$ cat src/axi_tst_config.svh
// Bus widths, register map offsets and readback constants for the AXI generator, include where needed
`ifndef AXI_TST_CONFIG_SVH
`define AXI_TST_CONFIG_SVH

`define AXI_DATA_WIDTH   128
`define AXI_NUM_DW       4
`define AXI_ADDR_WIDTH   64
`define AXI_ID_WIDTH     5
`define AXI_LEN_WIDTH    8

`define CFG_OFS_WIDTH    8
`define CFG_INDEX_WIDTH  16
`define CFG_UNIMPL_VALUE 32'hDEAD_DEAD

// Channel block bases
`define AW_BASE          8'h00
`define W_BASE           8'h20
`define B_BASE           8'h40
`define AR_BASE          8'h60

// Offsets inside a block
`define REG_CTRL         8'h0
`define REG_ADDR_LO      8'h4
`define REG_ADDR_HI      8'h8
`define REG_LEN_ID       8'hC
`define REG_W_INDEX      8'h4
`define REG_W_DATA       8'h8
`define REG_W_STRB       8'hC
`define REG_B_ID         8'h4

// Control register bits
`define CTRL_SET_BIT     0
`define CTRL_CLR_BIT     1
`define CTRL_WLAST_BIT   4

`endif

$ cat src/axi_tst_pkg.sv
// Shared structs and enums of the AXI generator, referenced by scoped name from the RTL and testbench
`include "axi_tst_config.svh"

package axi_tst_pkg;

   // Address channels built by the generate loop in the top level
   typedef enum logic [0:0] {
      CHAN_AW = 1'b0,
      CHAN_AR = 1'b1
   } chan_sel_e;

   typedef enum logic [1:0] {
      OKAY   = 2'b00,
      EXOKAY = 2'b01,
      SLVERR = 2'b10,
      DECERR = 2'b11
   } axi_resp_e;

   // One-cycle request from the host front end
   typedef struct packed {
      logic                      wr;
      logic                      rd;
      logic [`CFG_OFS_WIDTH-1:0] ofs;
      logic [31:0]               wdata;
   } cfg_req_t;

   typedef struct packed {
      logic [`AXI_ADDR_WIDTH-1:0] addr;
      logic [`AXI_LEN_WIDTH-1:0]  len;
      logic [`AXI_ID_WIDTH-1:0]   id;
   } addr_beat_t;

   typedef struct packed {
      logic [`AXI_DATA_WIDTH-1:0]   data;
      logic [`AXI_DATA_WIDTH/8-1:0] strb;
      logic                         last;
   } wdata_beat_t;

   typedef struct packed {
      axi_resp_e                resp;
      logic [`AXI_ID_WIDTH-1:0] id;
   } bresp_t;

endpackage

$ cat src/addr_chan_gen.sv
// One AXI address channel (AW or AR), holds the beat registers and drives valid and done
`timescale 1ns/10ps
`include "axi_tst_config.svh"

module addr_chan_gen
#(
   parameter logic [`CFG_OFS_WIDTH-1:0] BASE = `AW_BASE
)
(
   input  logic                    clk,
   input  logic                    sync_rst_n,
   input  axi_tst_pkg::cfg_req_t   cfg_req,
   output axi_tst_pkg::addr_beat_t beat,
   output logic                    valid,
   input  logic                    ready,
   output logic                    done
);

   logic ctrl_wr;
   logic lo_wr;
   logic hi_wr;
   logic len_id_wr;
   logic handshake;

   assign ctrl_wr   = cfg_req.wr && (cfg_req.ofs == BASE + `REG_CTRL);
   assign lo_wr     = cfg_req.wr && (cfg_req.ofs == BASE + `REG_ADDR_LO);
   assign hi_wr     = cfg_req.wr && (cfg_req.ofs == BASE + `REG_ADDR_HI);
   assign len_id_wr = cfg_req.wr && (cfg_req.ofs == BASE + `REG_LEN_ID);
   assign handshake = valid && ready;

   always_ff @(posedge clk)
   begin
      if (!sync_rst_n)
         beat <= '0;
      else
      begin
         if (lo_wr)
            beat.addr[31:0] <= cfg_req.wdata;
         if (hi_wr)
            beat.addr[`AXI_ADDR_WIDTH-1:32] <= cfg_req.wdata;
         // Length in the low byte, ID packed right above it
         if (len_id_wr)
         begin
            beat.len <= cfg_req.wdata[`AXI_LEN_WIDTH-1:0];
            beat.id  <= cfg_req.wdata[`AXI_LEN_WIDTH +: `AXI_ID_WIDTH];
         end
      end
   end

   // Valid holds until accepted, done is sticky until cleared by the host
   always_ff @(posedge clk)
   begin
      if (!sync_rst_n)
      begin
         valid <= 1'b0;
         done  <= 1'b0;
      end
      else
      begin
         if (ctrl_wr && cfg_req.wdata[`CTRL_SET_BIT])
            valid <= 1'b1;
         else if (handshake)
            valid <= 1'b0;
         if (handshake)
            done <= 1'b1;
         else if (ctrl_wr && cfg_req.wdata[`CTRL_CLR_BIT])
            done <= 1'b0;
      end
   end

endmodule

$ cat src/axi_tst_top.sv
// AXI master transaction generator top, host register port in and AW, W, B, AR channels out
`timescale 1ns/10ps
`include "axi_tst_config.svh"

module axi_tst_top
(
   input  logic                         clk,
   input  logic                         sync_rst_n,

   input  logic [31:0]                  cfg_addr,
   input  logic [31:0]                  cfg_wdata,
   input  logic                         cfg_wr,
   input  logic                         cfg_rd,
   output logic                         tst_cfg_ack,
   output logic [31:0]                  tst_cfg_rdata,

   output logic [`AXI_ID_WIDTH-1:0]     awid,
   output logic [`AXI_ADDR_WIDTH-1:0]   awaddr,
   output logic [`AXI_LEN_WIDTH-1:0]    awlen,
   output logic                         awvalid,
   input  logic                         awready,

   output logic [`AXI_DATA_WIDTH-1:0]   wdata,
   output logic [`AXI_DATA_WIDTH/8-1:0] wstrb,
   output logic                         wlast,
   output logic                         wvalid,
   input  logic                         wready,

   input  logic [`AXI_ID_WIDTH-1:0]     bid,
   input  logic [1:0]                   bresp,
   input  logic                         bvalid,
   output logic                         bready,

   output logic [`AXI_ID_WIDTH-1:0]     arid,
   output logic [`AXI_ADDR_WIDTH-1:0]   araddr,
   output logic [`AXI_LEN_WIDTH-1:0]    arlen,
   output logic                         arvalid,
   input  logic                         arready
);

   axi_tst_pkg::cfg_req_t       cfg_req;
   axi_tst_pkg::addr_beat_t     addr_beat [2];
   logic [1:0]                  addr_valid;
   logic [1:0]                  addr_ready;
   logic [1:0]                  addr_done;
   axi_tst_pkg::wdata_beat_t    w_beat;
   logic                        w_done;
   logic [`CFG_INDEX_WIDTH-1:0] w_index;
   logic [31:0]                 w_index_word;
   logic                        b_done;
   axi_tst_pkg::bresp_t         b_captured;

   cfg_port u_cfg_port
   (
      .clk         (clk),
      .sync_rst_n  (sync_rst_n),
      .cfg_addr    (cfg_addr),
      .cfg_wdata   (cfg_wdata),
      .cfg_wr      (cfg_wr),
      .cfg_rd      (cfg_rd),
      .cfg_req     (cfg_req),
      .tst_cfg_ack (tst_cfg_ack)
   );

   assign addr_ready[axi_tst_pkg::CHAN_AW] = awready;
   assign addr_ready[axi_tst_pkg::CHAN_AR] = arready;

   // AW and AR share one channel module, the enum picks the register block
   for (genvar gi = 0; gi <= int'(axi_tst_pkg::CHAN_AR); gi++)
   begin : g_addr_chan
      localparam axi_tst_pkg::chan_sel_e CHAN = axi_tst_pkg::chan_sel_e'(gi);

      addr_chan_gen
      #(
         .BASE ((CHAN == axi_tst_pkg::CHAN_AW) ? `AW_BASE : `AR_BASE)
      )
      u_addr_chan
      (
         .clk        (clk),
         .sync_rst_n (sync_rst_n),
         .cfg_req    (cfg_req),
         .beat       (addr_beat[CHAN]),
         .valid      (addr_valid[CHAN]),
         .ready      (addr_ready[CHAN]),
         .done       (addr_done[CHAN])
      );
   end

   assign awid    = addr_beat[axi_tst_pkg::CHAN_AW].id;
   assign awaddr  = addr_beat[axi_tst_pkg::CHAN_AW].addr;
   assign awlen   = addr_beat[axi_tst_pkg::CHAN_AW].len;
   assign awvalid = addr_valid[axi_tst_pkg::CHAN_AW];
   assign arid    = addr_beat[axi_tst_pkg::CHAN_AR].id;
   assign araddr  = addr_beat[axi_tst_pkg::CHAN_AR].addr;
   assign arlen   = addr_beat[axi_tst_pkg::CHAN_AR].len;
   assign arvalid = addr_valid[axi_tst_pkg::CHAN_AR];

   wdata_chan_gen u_wdata_chan
   (
      .clk        (clk),
      .sync_rst_n (sync_rst_n),
      .cfg_req    (cfg_req),
      .beat       (w_beat),
      .valid      (wvalid),
      .ready      (wready),
      .done       (w_done),
      .index      (w_index),
      .index_word (w_index_word)
   );

   assign wdata = w_beat.data;
   assign wstrb = w_beat.strb;
   assign wlast = w_beat.last;

   bresp_capture u_bresp_capture
   (
      .clk        (clk),
      .sync_rst_n (sync_rst_n),
      .cfg_req    (cfg_req),
      .bresp      (bresp),
      .bid        (bid),
      .bvalid     (bvalid),
      .bready     (bready),
      .done       (b_done),
      .captured   (b_captured)
   );

   cfg_readback u_cfg_readback
   (
      .clk           (clk),
      .sync_rst_n    (sync_rst_n),
      .cfg_req       (cfg_req),
      .aw_beat       (addr_beat[axi_tst_pkg::CHAN_AW]),
      .aw_valid      (addr_valid[axi_tst_pkg::CHAN_AW]),
      .aw_done       (addr_done[axi_tst_pkg::CHAN_AW]),
      .ar_beat       (addr_beat[axi_tst_pkg::CHAN_AR]),
      .ar_valid      (addr_valid[axi_tst_pkg::CHAN_AR]),
      .ar_done       (addr_done[axi_tst_pkg::CHAN_AR]),
      .w_beat        (w_beat),
      .w_valid       (wvalid),
      .w_done        (w_done),
      .w_index       (w_index),
      .w_index_word  (w_index_word),
      .b_ready       (bready),
      .b_done        (b_done),
      .b_captured    (b_captured),
      .tst_cfg_rdata (tst_cfg_rdata)
   );

endmodule

$ cat src/bresp_capture.sv
// AXI B channel, drives bready on host request and captures the response and ID
`timescale 1ns/10ps
`include "axi_tst_config.svh"

module bresp_capture
(
   input  logic                     clk,
   input  logic                     sync_rst_n,
   input  axi_tst_pkg::cfg_req_t    cfg_req,
   input  logic [1:0]               bresp,
   input  logic [`AXI_ID_WIDTH-1:0] bid,
   input  logic                     bvalid,
   output logic                     bready,
   output logic                     done,
   output axi_tst_pkg::bresp_t      captured
);

   logic ctrl_wr;
   logic handshake;

   assign ctrl_wr   = cfg_req.wr && (cfg_req.ofs == `B_BASE + `REG_CTRL);
   assign handshake = bvalid && bready;

   always_ff @(posedge clk)
   begin
      if (!sync_rst_n)
      begin
         bready   <= 1'b0;
         done     <= 1'b0;
         captured <= '0;
      end
      else
      begin
         if (ctrl_wr && cfg_req.wdata[`CTRL_SET_BIT])
            bready <= 1'b1;
         else if (handshake)
            bready <= 1'b0;
         if (handshake)
         begin
            done          <= 1'b1;
            captured.resp <= axi_tst_pkg::axi_resp_e'(bresp);
            captured.id   <= bid;
         end
         else if (ctrl_wr && cfg_req.wdata[`CTRL_CLR_BIT])
            done <= 1'b0;
      end
   end

endmodule

$ cat src/cfg_port.sv
// Host register front end, turns each cfg_wr or cfg_rd pulse into one request cycle and an ack
`timescale 1ns/10ps
`include "axi_tst_config.svh"

module cfg_port
(
   input  logic                   clk,
   input  logic                   sync_rst_n,
   input  logic [31:0]            cfg_addr,
   input  logic [31:0]            cfg_wdata,
   input  logic                   cfg_wr,
   input  logic                   cfg_rd,
   output axi_tst_pkg::cfg_req_t  cfg_req,
   output logic                   tst_cfg_ack
);

   logic                      pend_wr;
   logic                      pend_rd;
   logic                      req_wr;
   logic                      req_rd;
   logic [`CFG_OFS_WIDTH-1:0] ofs_q;
   logic [31:0]               wdata_q;

   // Command capture, then request, then ack, one stage each
   always_ff @(posedge clk)
   begin
      if (!sync_rst_n)
      begin
         pend_wr     <= 1'b0;
         pend_rd     <= 1'b0;
         req_wr      <= 1'b0;
         req_rd      <= 1'b0;
         tst_cfg_ack <= 1'b0;
      end
      else
      begin
         pend_wr     <= cfg_wr;
         pend_rd     <= cfg_rd;
         req_wr      <= pend_wr;
         req_rd      <= pend_rd;
         tst_cfg_ack <= req_wr || req_rd;
      end
   end

   // Only the low offset bits matter, the block is decoded upstream
   always_ff @(posedge clk)
   begin
      if (cfg_wr || cfg_rd)
      begin
         ofs_q   <= cfg_addr[`CFG_OFS_WIDTH-1:0];
         wdata_q <= cfg_wdata;
      end
   end

   assign cfg_req = '{wr: req_wr, rd: req_rd, ofs: ofs_q, wdata: wdata_q};

endmodule

$ cat src/cfg_readback.sv
// Registered readback mux over all channel state, loaded on the internal read strobe
`timescale 1ns/10ps
`include "axi_tst_config.svh"

module cfg_readback
(
   input  logic                        clk,
   input  logic                        sync_rst_n,
   input  axi_tst_pkg::cfg_req_t       cfg_req,
   input  axi_tst_pkg::addr_beat_t     aw_beat,
   input  logic                        aw_valid,
   input  logic                        aw_done,
   input  axi_tst_pkg::addr_beat_t     ar_beat,
   input  logic                        ar_valid,
   input  logic                        ar_done,
   input  axi_tst_pkg::wdata_beat_t    w_beat,
   input  logic                        w_valid,
   input  logic                        w_done,
   input  logic [`CFG_INDEX_WIDTH-1:0] w_index,
   input  logic [31:0]                 w_index_word,
   input  logic                        b_ready,
   input  logic                        b_done,
   input  axi_tst_pkg::bresp_t         b_captured,
   output logic [31:0]                 tst_cfg_rdata
);

   always_ff @(posedge clk)
   begin
      if (!sync_rst_n)
         tst_cfg_rdata <= '0;
      else if (cfg_req.rd)
      begin
         case (cfg_req.ofs)
            `AW_BASE + `REG_CTRL    : tst_cfg_rdata <= {30'd0, aw_done, aw_valid};
            `AW_BASE + `REG_ADDR_LO : tst_cfg_rdata <= aw_beat.addr[31:0];
            `AW_BASE + `REG_ADDR_HI : tst_cfg_rdata <= aw_beat.addr[`AXI_ADDR_WIDTH-1:32];
            `AW_BASE + `REG_LEN_ID  : tst_cfg_rdata <= 32'({aw_beat.id, aw_beat.len});

            // W control also reflects WLAST in bit 4
            `W_BASE + `REG_CTRL     : tst_cfg_rdata <= {27'd0, w_beat.last, 2'b00, w_done, w_valid};
            `W_BASE + `REG_W_INDEX  : tst_cfg_rdata <= 32'(w_index);
            `W_BASE + `REG_W_DATA   : tst_cfg_rdata <= w_index_word;
            `W_BASE + `REG_W_STRB   : tst_cfg_rdata <= 32'(w_beat.strb);

            `B_BASE + `REG_CTRL     : tst_cfg_rdata <= {28'd0, b_captured.resp, b_done, b_ready};
            `B_BASE + `REG_B_ID     : tst_cfg_rdata <= 32'(b_captured.id);

            `AR_BASE + `REG_CTRL    : tst_cfg_rdata <= {30'd0, ar_done, ar_valid};
            `AR_BASE + `REG_ADDR_LO : tst_cfg_rdata <= ar_beat.addr[31:0];
            `AR_BASE + `REG_ADDR_HI : tst_cfg_rdata <= ar_beat.addr[`AXI_ADDR_WIDTH-1:32];
            `AR_BASE + `REG_LEN_ID  : tst_cfg_rdata <= 32'({ar_beat.id, ar_beat.len});

            default                 : tst_cfg_rdata <= `CFG_UNIMPL_VALUE;
         endcase
      end
   end

endmodule

$ cat src/wdata_chan_gen.sv
// AXI W channel, indexed data words with auto-increment, strobe, WLAST, valid and done
`timescale 1ns/10ps
`include "axi_tst_config.svh"

module wdata_chan_gen
(
   input  logic                        clk,
   input  logic                        sync_rst_n,
   input  axi_tst_pkg::cfg_req_t       cfg_req,
   output axi_tst_pkg::wdata_beat_t    beat,
   output logic                        valid,
   input  logic                        ready,
   output logic                        done,
   output logic [`CFG_INDEX_WIDTH-1:0] index,
   output logic [31:0]                 index_word
);

   logic ctrl_wr;
   logic index_wr;
   logic data_wr;
   logic strb_wr;
   logic handshake;

   assign ctrl_wr   = cfg_req.wr && (cfg_req.ofs == `W_BASE + `REG_CTRL);
   assign index_wr  = cfg_req.wr && (cfg_req.ofs == `W_BASE + `REG_W_INDEX);
   assign data_wr   = cfg_req.wr && (cfg_req.ofs == `W_BASE + `REG_W_DATA);
   assign strb_wr   = cfg_req.wr && (cfg_req.ofs == `W_BASE + `REG_W_STRB);
   assign handshake = valid && ready;

   always_ff @(posedge clk)
   begin
      if (!sync_rst_n)
      begin
         beat  <= '0;
         index <= '0;
      end
      else
      begin
         // Index past the last word writes nothing
         for (int i = 0; i < `AXI_NUM_DW; i++)
            if (data_wr && (index == `CFG_INDEX_WIDTH'(i)))
               beat.data[32*i +: 32] <= cfg_req.wdata;
         if (index_wr)
            index <= cfg_req.wdata[`CFG_INDEX_WIDTH-1:0];
         else if (data_wr)
            index <= index + 1'b1;
         if (strb_wr)
            beat.strb <= cfg_req.wdata[`AXI_DATA_WIDTH/8-1:0];
         if (ctrl_wr)
            beat.last <= cfg_req.wdata[`CTRL_WLAST_BIT];
      end
   end

   always_ff @(posedge clk)
   begin
      if (!sync_rst_n)
      begin
         valid <= 1'b0;
         done  <= 1'b0;
      end
      else
      begin
         if (ctrl_wr && cfg_req.wdata[`CTRL_SET_BIT])
            valid <= 1'b1;
         else if (handshake)
            valid <= 1'b0;
         if (handshake)
            done <= 1'b1;
         else if (ctrl_wr && cfg_req.wdata[`CTRL_CLR_BIT])
            done <= 1'b0;
      end
   end

   // Word at the current index for readback, zero when out of range
   always_comb
   begin
      index_word = '0;
      for (int i = 0; i < `AXI_NUM_DW; i++)
         if (index == `CFG_INDEX_WIDTH'(i))
            index_word = beat.data[32*i +: 32];
   end

endmodule
$ cat config.mk
export PLATFORM = sky130hd
export DESIGN_NAME = axi_tst_top
export DESIGN_NICKNAME = d
export VERILOG_FILES = /design/src/axi_tst_pkg.sv /design/src/addr_chan_gen.sv /design/src/axi_tst_top.sv /design/src/bresp_capture.sv /design/src/cfg_port.sv /design/src/cfg_readback.sv /design/src/wdata_chan_gen.sv
export VERILOG_INCLUDE_DIRS = /design/src
export SDC_FILE = /design/constraint.sdc
export NUM_CORES = 1
export LEC_CHECK = 0
export BUFFER_PORTS_ARGS = -buffer_cell sky130_fd_sc_hd__buf_2
export CORE_AREA = 2 2 252 254
export CTS_CLUSTER_SIZE = 8
export DETAILED_ROUTE_END_ITERATION = 12
export DIE_AREA = 0 0 254 256
export RECOVER_POWER = 100
export SYNTH_ARGS = -nofsm -noshare
export SYNTH_HDL_FRONTEND = slang
export SYNTH_HIERARCHICAL = 1
export SYNTH_SLANG_ARGS = --single-unit
$ cat constraint.sdc
create_clock -name clk -period 2.4 [get_ports clk]
set_input_delay 0.6 -clock clk [delete_from_list [all_inputs] [get_ports clk]]
set_output_delay 0.6 -clock clk [all_outputs]
set_load 0.02 [all_outputs]
==> out/results.md <==
| Metric | Value |
|---|---|
| Min-delay worst type | input port to flip-flop |
| IO buf count | 390 |
| Sum of met2 wire segment lengths after detailed routing | 38100 um |
| Required @ worst endpoint | 2.91 ns |
| Proportion of synthesized chip area in sequential cells | 46.3% |
| Switching share of power | 25.0% |
| Number of distinct library cell variants in the gate-level netlist after synthesis | 87 |
| Area growth from synthesis to final layout | 29.6% |
| Ys flop type | sky130_fd_sc_hd__dfxtp_1 |
| Num rows | 92 |
| H-tree levels | 2 |
| Clk sink count | 407 |
| Count of cells along the worst hold path | 1 |
| Global Route Usage Sum | 23.3% |
| Kind of critical path | flip-flop to flip-flop |
| Maximum buffer depth of the clock tree | 3 |
| Core Footprint | 62400 sq um |
| Fraction of final layout cells sized beyond drive strength 1 | 25.9% |
| Routed vias | 17445 |
| # IOs | 415 |
| Seq pwr share | 45.6% |
| CTS tree | built |
| Number of enable flip-flop cells after synthesis | 40 |
| DRC violations left | 0 |
| Worst-path clk slew | 0.06 ns |
| Leakage | 10.8 nW |
| Register Area | 8550 sq um |
| Net switching power | 0.00393 W |
| Vias per cell | 5.28 |
| Category of the worst setup path capture point | flip-flop |
| Max transition margin | 2.62% |
| Count of final max-slew check failures | 0 |
| Worst setup SP type | flip-flop |
| Effective utilization at floorplan | 29.6% |
| Cell Area, Synth | 18500 sq um |
| Average wire per cell in the routed design | 24.0 um |
| Combinational share of power | 5.8% |
| Proportion of netlist area held by the largest area contributor | 39.8% |
| Number of optimization iterations in the first detailed-route pass | 6 |
| Post-Route M1 WL | 30800 um |
| Final critical-path setup slack | 0.0911 ns |
| Insertion delay of the later-clocked pin in the worst-skew pair | 0.63 ns |
| Die outline area | 65000 sq um |
| Pre-CTS setup slack | -0.0200 ns |
| Vias in the first global route | 17635 |
| Maxcap violations | 0 |
| Power share of the clock group | 48.6% |
| Time the worst path needs with I/O delays and setup | 2.31 ns |
| Number of synthesized register bits | 407 |
| Peak Freq | 0.433 GHz |
| Final weighted congestion in routability-driven placement | 0.916 |
| Cell types occupying the most area after synthesis | sky130_fd_sc_hd__dfxtp_1, sky130_fd_sc_hd__mux2i_1, sky130_fd_sc_hd__nand2_1 |
| Number of nets at the end of the flow | 2522 |
| Data arrival time at the worst-slack endpoint | 2.82 ns |
| Buffer type at the clock tree root | sky130_fd_sc_hd__clkbuf_16 |
| Diode insertion count for antenna repair | 0 |
| Multi-input gate area in the final layout | 9090 sq um |
| Overall power after layout | 0.0158 W |
| Run status | complete, no violations |
| Total congestion overflow after global routing | 0 |
| Maximum number of pins on one net before global-route repair | 74 |
| Final worst path period share | 96.2% |
| Share of synthesized flip-flops with an asynchronous set or reset | 0% |
| Number of inserted filler cells in the final layout | 6315 |
| Routed wire length on met3 | 6210 um |
| CTS Buf Count | 58 |
| Die boundary width | 254 um |
| Number of cells traversed by the worst register-to-register path | 12 |
| Worst clock skew | 0.0472 ns |
| Average cell area after synthesis | 9.31 sq um |
| Wire length of the first global-routing pass | 114000 um |
| Cell type contributing the most total cell area after synthesis | sky130_fd_sc_hd__dfxtp_1 |
| Largest fanout on the critical path | 5 |
| Placed wire-length estimate | 57200 um |
| Antenna violations before repair | 2 |
| IR Drop Worst-Case VDD | 0.551 mV |
| Hold slack | 0.153 ns |
| Final core occ | 38.4% |
| Cell internal power dissipation | 0.0118 W |
| Setup repair after global routing missed its margin | yes |
| Number of failing hold endpoints at the final stage | 0 |
| Transition time at the pin with the least slew margin | 1.46 ns |
| Highest layer used for signal routing | met5 |
| Power per unit of standard cell area | 658 nW/um^2 |
| Number of setup violations in the final report | 0 |
| Iteration-0 DRC Markers | 1524 |
| Number of routed nets with antenna violations | 0 |
| Post-synthesis cell count | 1984 |
| Ys Warns | 6 |
| Routed wire length | 79200 um |
| Net count of the mapped netlist | 2067 |
| DIE HEIGHT | 256 um |
==> flip-flops by register name, indices dropped and copies added, names as in the netlist, 2 cells and up <==
name and cells:
u_wdata_chan/index 16, g_addr_chan.u_addr_chan/valid 2, u_cfg_port/wdata_q 32, u_wdata_chan/beat 145
u_cfg_port/ofs_q 8, g_addr_chan.u_addr_chan/beat 154, u_bresp_capture/captured 7, u_cfg_readback/tst_cfg_rdata 32
g_addr_chan.u_addr_chan/done 2
==> kinds of logic after synthesis <==
family	after synthesis	synth area share, %
mux	316	17.3
simple gates	715	17.4
compound gates	366	13.3
buf+inv	176	5.36
fa+ha+maj	4	0.271
flops	407	46.3
==> final cells by class <==
type,instances,area share (%)
Clock buffer,75,6.51
Clock inverter,4,0.282
Inverter,16,0.272
Multi-Input combinational cell,1401,38.0
Sequential cell,407,35.7
Tap cell,846,4.42
Timing Repair Buffer,555,14.8
==> power by group through the flow <==
stage | Clock, W | Combinational [W] | Sequential (W)
3_3_place_gp | 0 | 0.000885 | 0.00733
6_report | 0.00766 | 0.000913 | 0.00718
2_1_floorplan | 0 | 0.000468 | 0.00723
4_1_cts | 0.00782 | 0.000905 | 0.00719
5_1_grt | 0.00807 | 0.000973 | 0.00718
3_5_place_dp | 0 | 0.000900 | 0.00732
==> worst max-delay path, cell delays in order, from the launching register on <==
cell and delay, ns:
sky130_fd_sc_hd__dfxtp_2 0.33, sky130_fd_sc_hd__inv_2 0.11, sky130_fd_sc_hd__ha_4 0.17, sky130_fd_sc_hd__inv_6 0.05, sky130_fd_sc_hd__buf_4 0.12, sky130_fd_sc_hd__buf_4 0.12, sky130_fd_sc_hd__o211ai_1 0.16, sky130_fd_sc_hd__a21oi_1 0.11
sky130_fd_sc_hd__mux4_2 0.53, sky130_fd_sc_hd__nand2_1 0.10, sky130_fd_sc_hd__o21ai_0 0.08, sky130_fd_sc_hd__a221oi_1 0.25, sky130_fd_sc_hd__nor2_1 0.09
==> cell usage in the layout (no fill, tap or decap), types with 4 or more instances in the layout <==
cell	netlist	layout
sky130_fd_sc_hd__nand2_1	554	554
sky130_fd_sc_hd__dfxtp_1	367	365
sky130_fd_sc_hd__buf_2	27	326
sky130_fd_sc_hd__mux2i_1	292	292
sky130_fd_sc_hd__buf_4	7	125
sky130_fd_sc_hd__a21oi_1	102	95
sky130_fd_sc_hd__clkbuf_1	83	81
sky130_fd_sc_hd__o211ai_1	67	67
sky130_fd_sc_hd__clkbuf_16	0	64
sky130_fd_sc_hd__o21ai_0	40	41
sky130_fd_sc_hd__edfxtp_1	40	40
sky130_fd_sc_hd__a22oi_1	43	38
sky130_fd_sc_hd__nor2_1	30	30
sky130_fd_sc_hd__buf_12	3	26
sky130_fd_sc_hd__mux2_2	23	22
sky130_fd_sc_hd__nand3_1	21	19
sky130_fd_sc_hd__a22o_1	18	17
sky130_fd_sc_hd__o22ai_1	16	15
sky130_fd_sc_hd__nor3_1	11	12
sky130_fd_sc_hd__inv_1	16	12
sky130_fd_sc_hd__nand4_1	12	12
sky130_fd_sc_hd__a222oi_1	12	12
sky130_fd_sc_hd__a31oi_1	12	12
sky130_fd_sc_hd__nor2b_1	9	9
sky130_fd_sc_hd__a221oi_1	8	8
sky130_fd_sc_hd__a21boi_0	2	7
sky130_fd_sc_hd__nor4_1	8	7
sky130_fd_sc_hd__nand2b_1	6	6
sky130_fd_sc_hd__a21oi_2	0	6
sky130_fd_sc_hd__a22oi_2	0	5
sky130_fd_sc_hd__nor4_2	3	4
sky130_fd_sc_hd__a41oi_1	4	4
sky130_fd_sc_hd__or4_1	4	4
sky130_fd_sc_hd__or3_2	0	4
sky130_fd_sc_hd__buf_6	28	4
==> what timing repair did <==
action / CTS / global route
gates resized for setup: 5 / 34
cloned: 1 / 4
pin swaps: 0 / 16
setup buffers: 0 / 4
endpoints found under the setup margin: 3 / 30
hold buffers: 0 / 0
==> Yosys cell counts, drive strengths merged, types with 6 or more instances <==
cell type	count
a21boi	9
a21oi	102
a221oi	8
a222oi	12
a22o	18
a22oi	43
a31oi	12
and2	7
buf	77
clkbuf	83
dfxtp	367
edfxtp	40
inv	16
mux2	23
mux2i	292
nand2	554
nand2b	6
nand3	22
nand4	14
nor2	34
nor2b	9
nor3	15
nor4	12
nor4b	6
o211ai	67
o21ai	44
o22ai	16
or3	7
==> metrics by stage <==
stage,area [sq um],TNS [ns],std cells
floorplan,18500,0,1984
detailed placement,22100,-0.0219,3217
finish,23900,0,3304
global placement,22100,-0.0142,3217
CTS,23800,0,3297
global route,23900,-0.0198,3304
==> routing by layer <==
| layer | vias to the layer above | GRT usage, % |
|---|---|---|
| met5 | - | 0 |
| met4 | 2 | 11.7 |
| met3 | 195 | 5.64 |
| met2 | 785 | 39.4 |
| met1 | 8506 | 27.5 |
| li1 | 7957 | - |
==> worst paths after layout <==
path | start | slack [ns] | end
hold / removal | cfg_wdata[17] | 0.15 | u_cfg_port/wdata_q[17]$_DFFE_PP_
setup reg to reg | u_wdata_chan/index[0]$_SDFFE_PN0P_ | 0.09 | u_cfg_readback/tst_cfg_rdata[4]$_SDFFE_PN0P_
setup / recovery | u_wdata_chan/index[0]$_SDFFE_PN0P_ | 0.09 | u_cfg_readback/tst_cfg_rdata[4]$_SDFFE_PN0P_
hold reg to reg | u_cfg_readback/tst_cfg_rdata[29]$_SDFFE_PN0P_ | 0.45 | u_cfg_readback/tst_cfg_rdata[29]$_SDFFE_PN0P_
(Power assumes the default switching activity.)
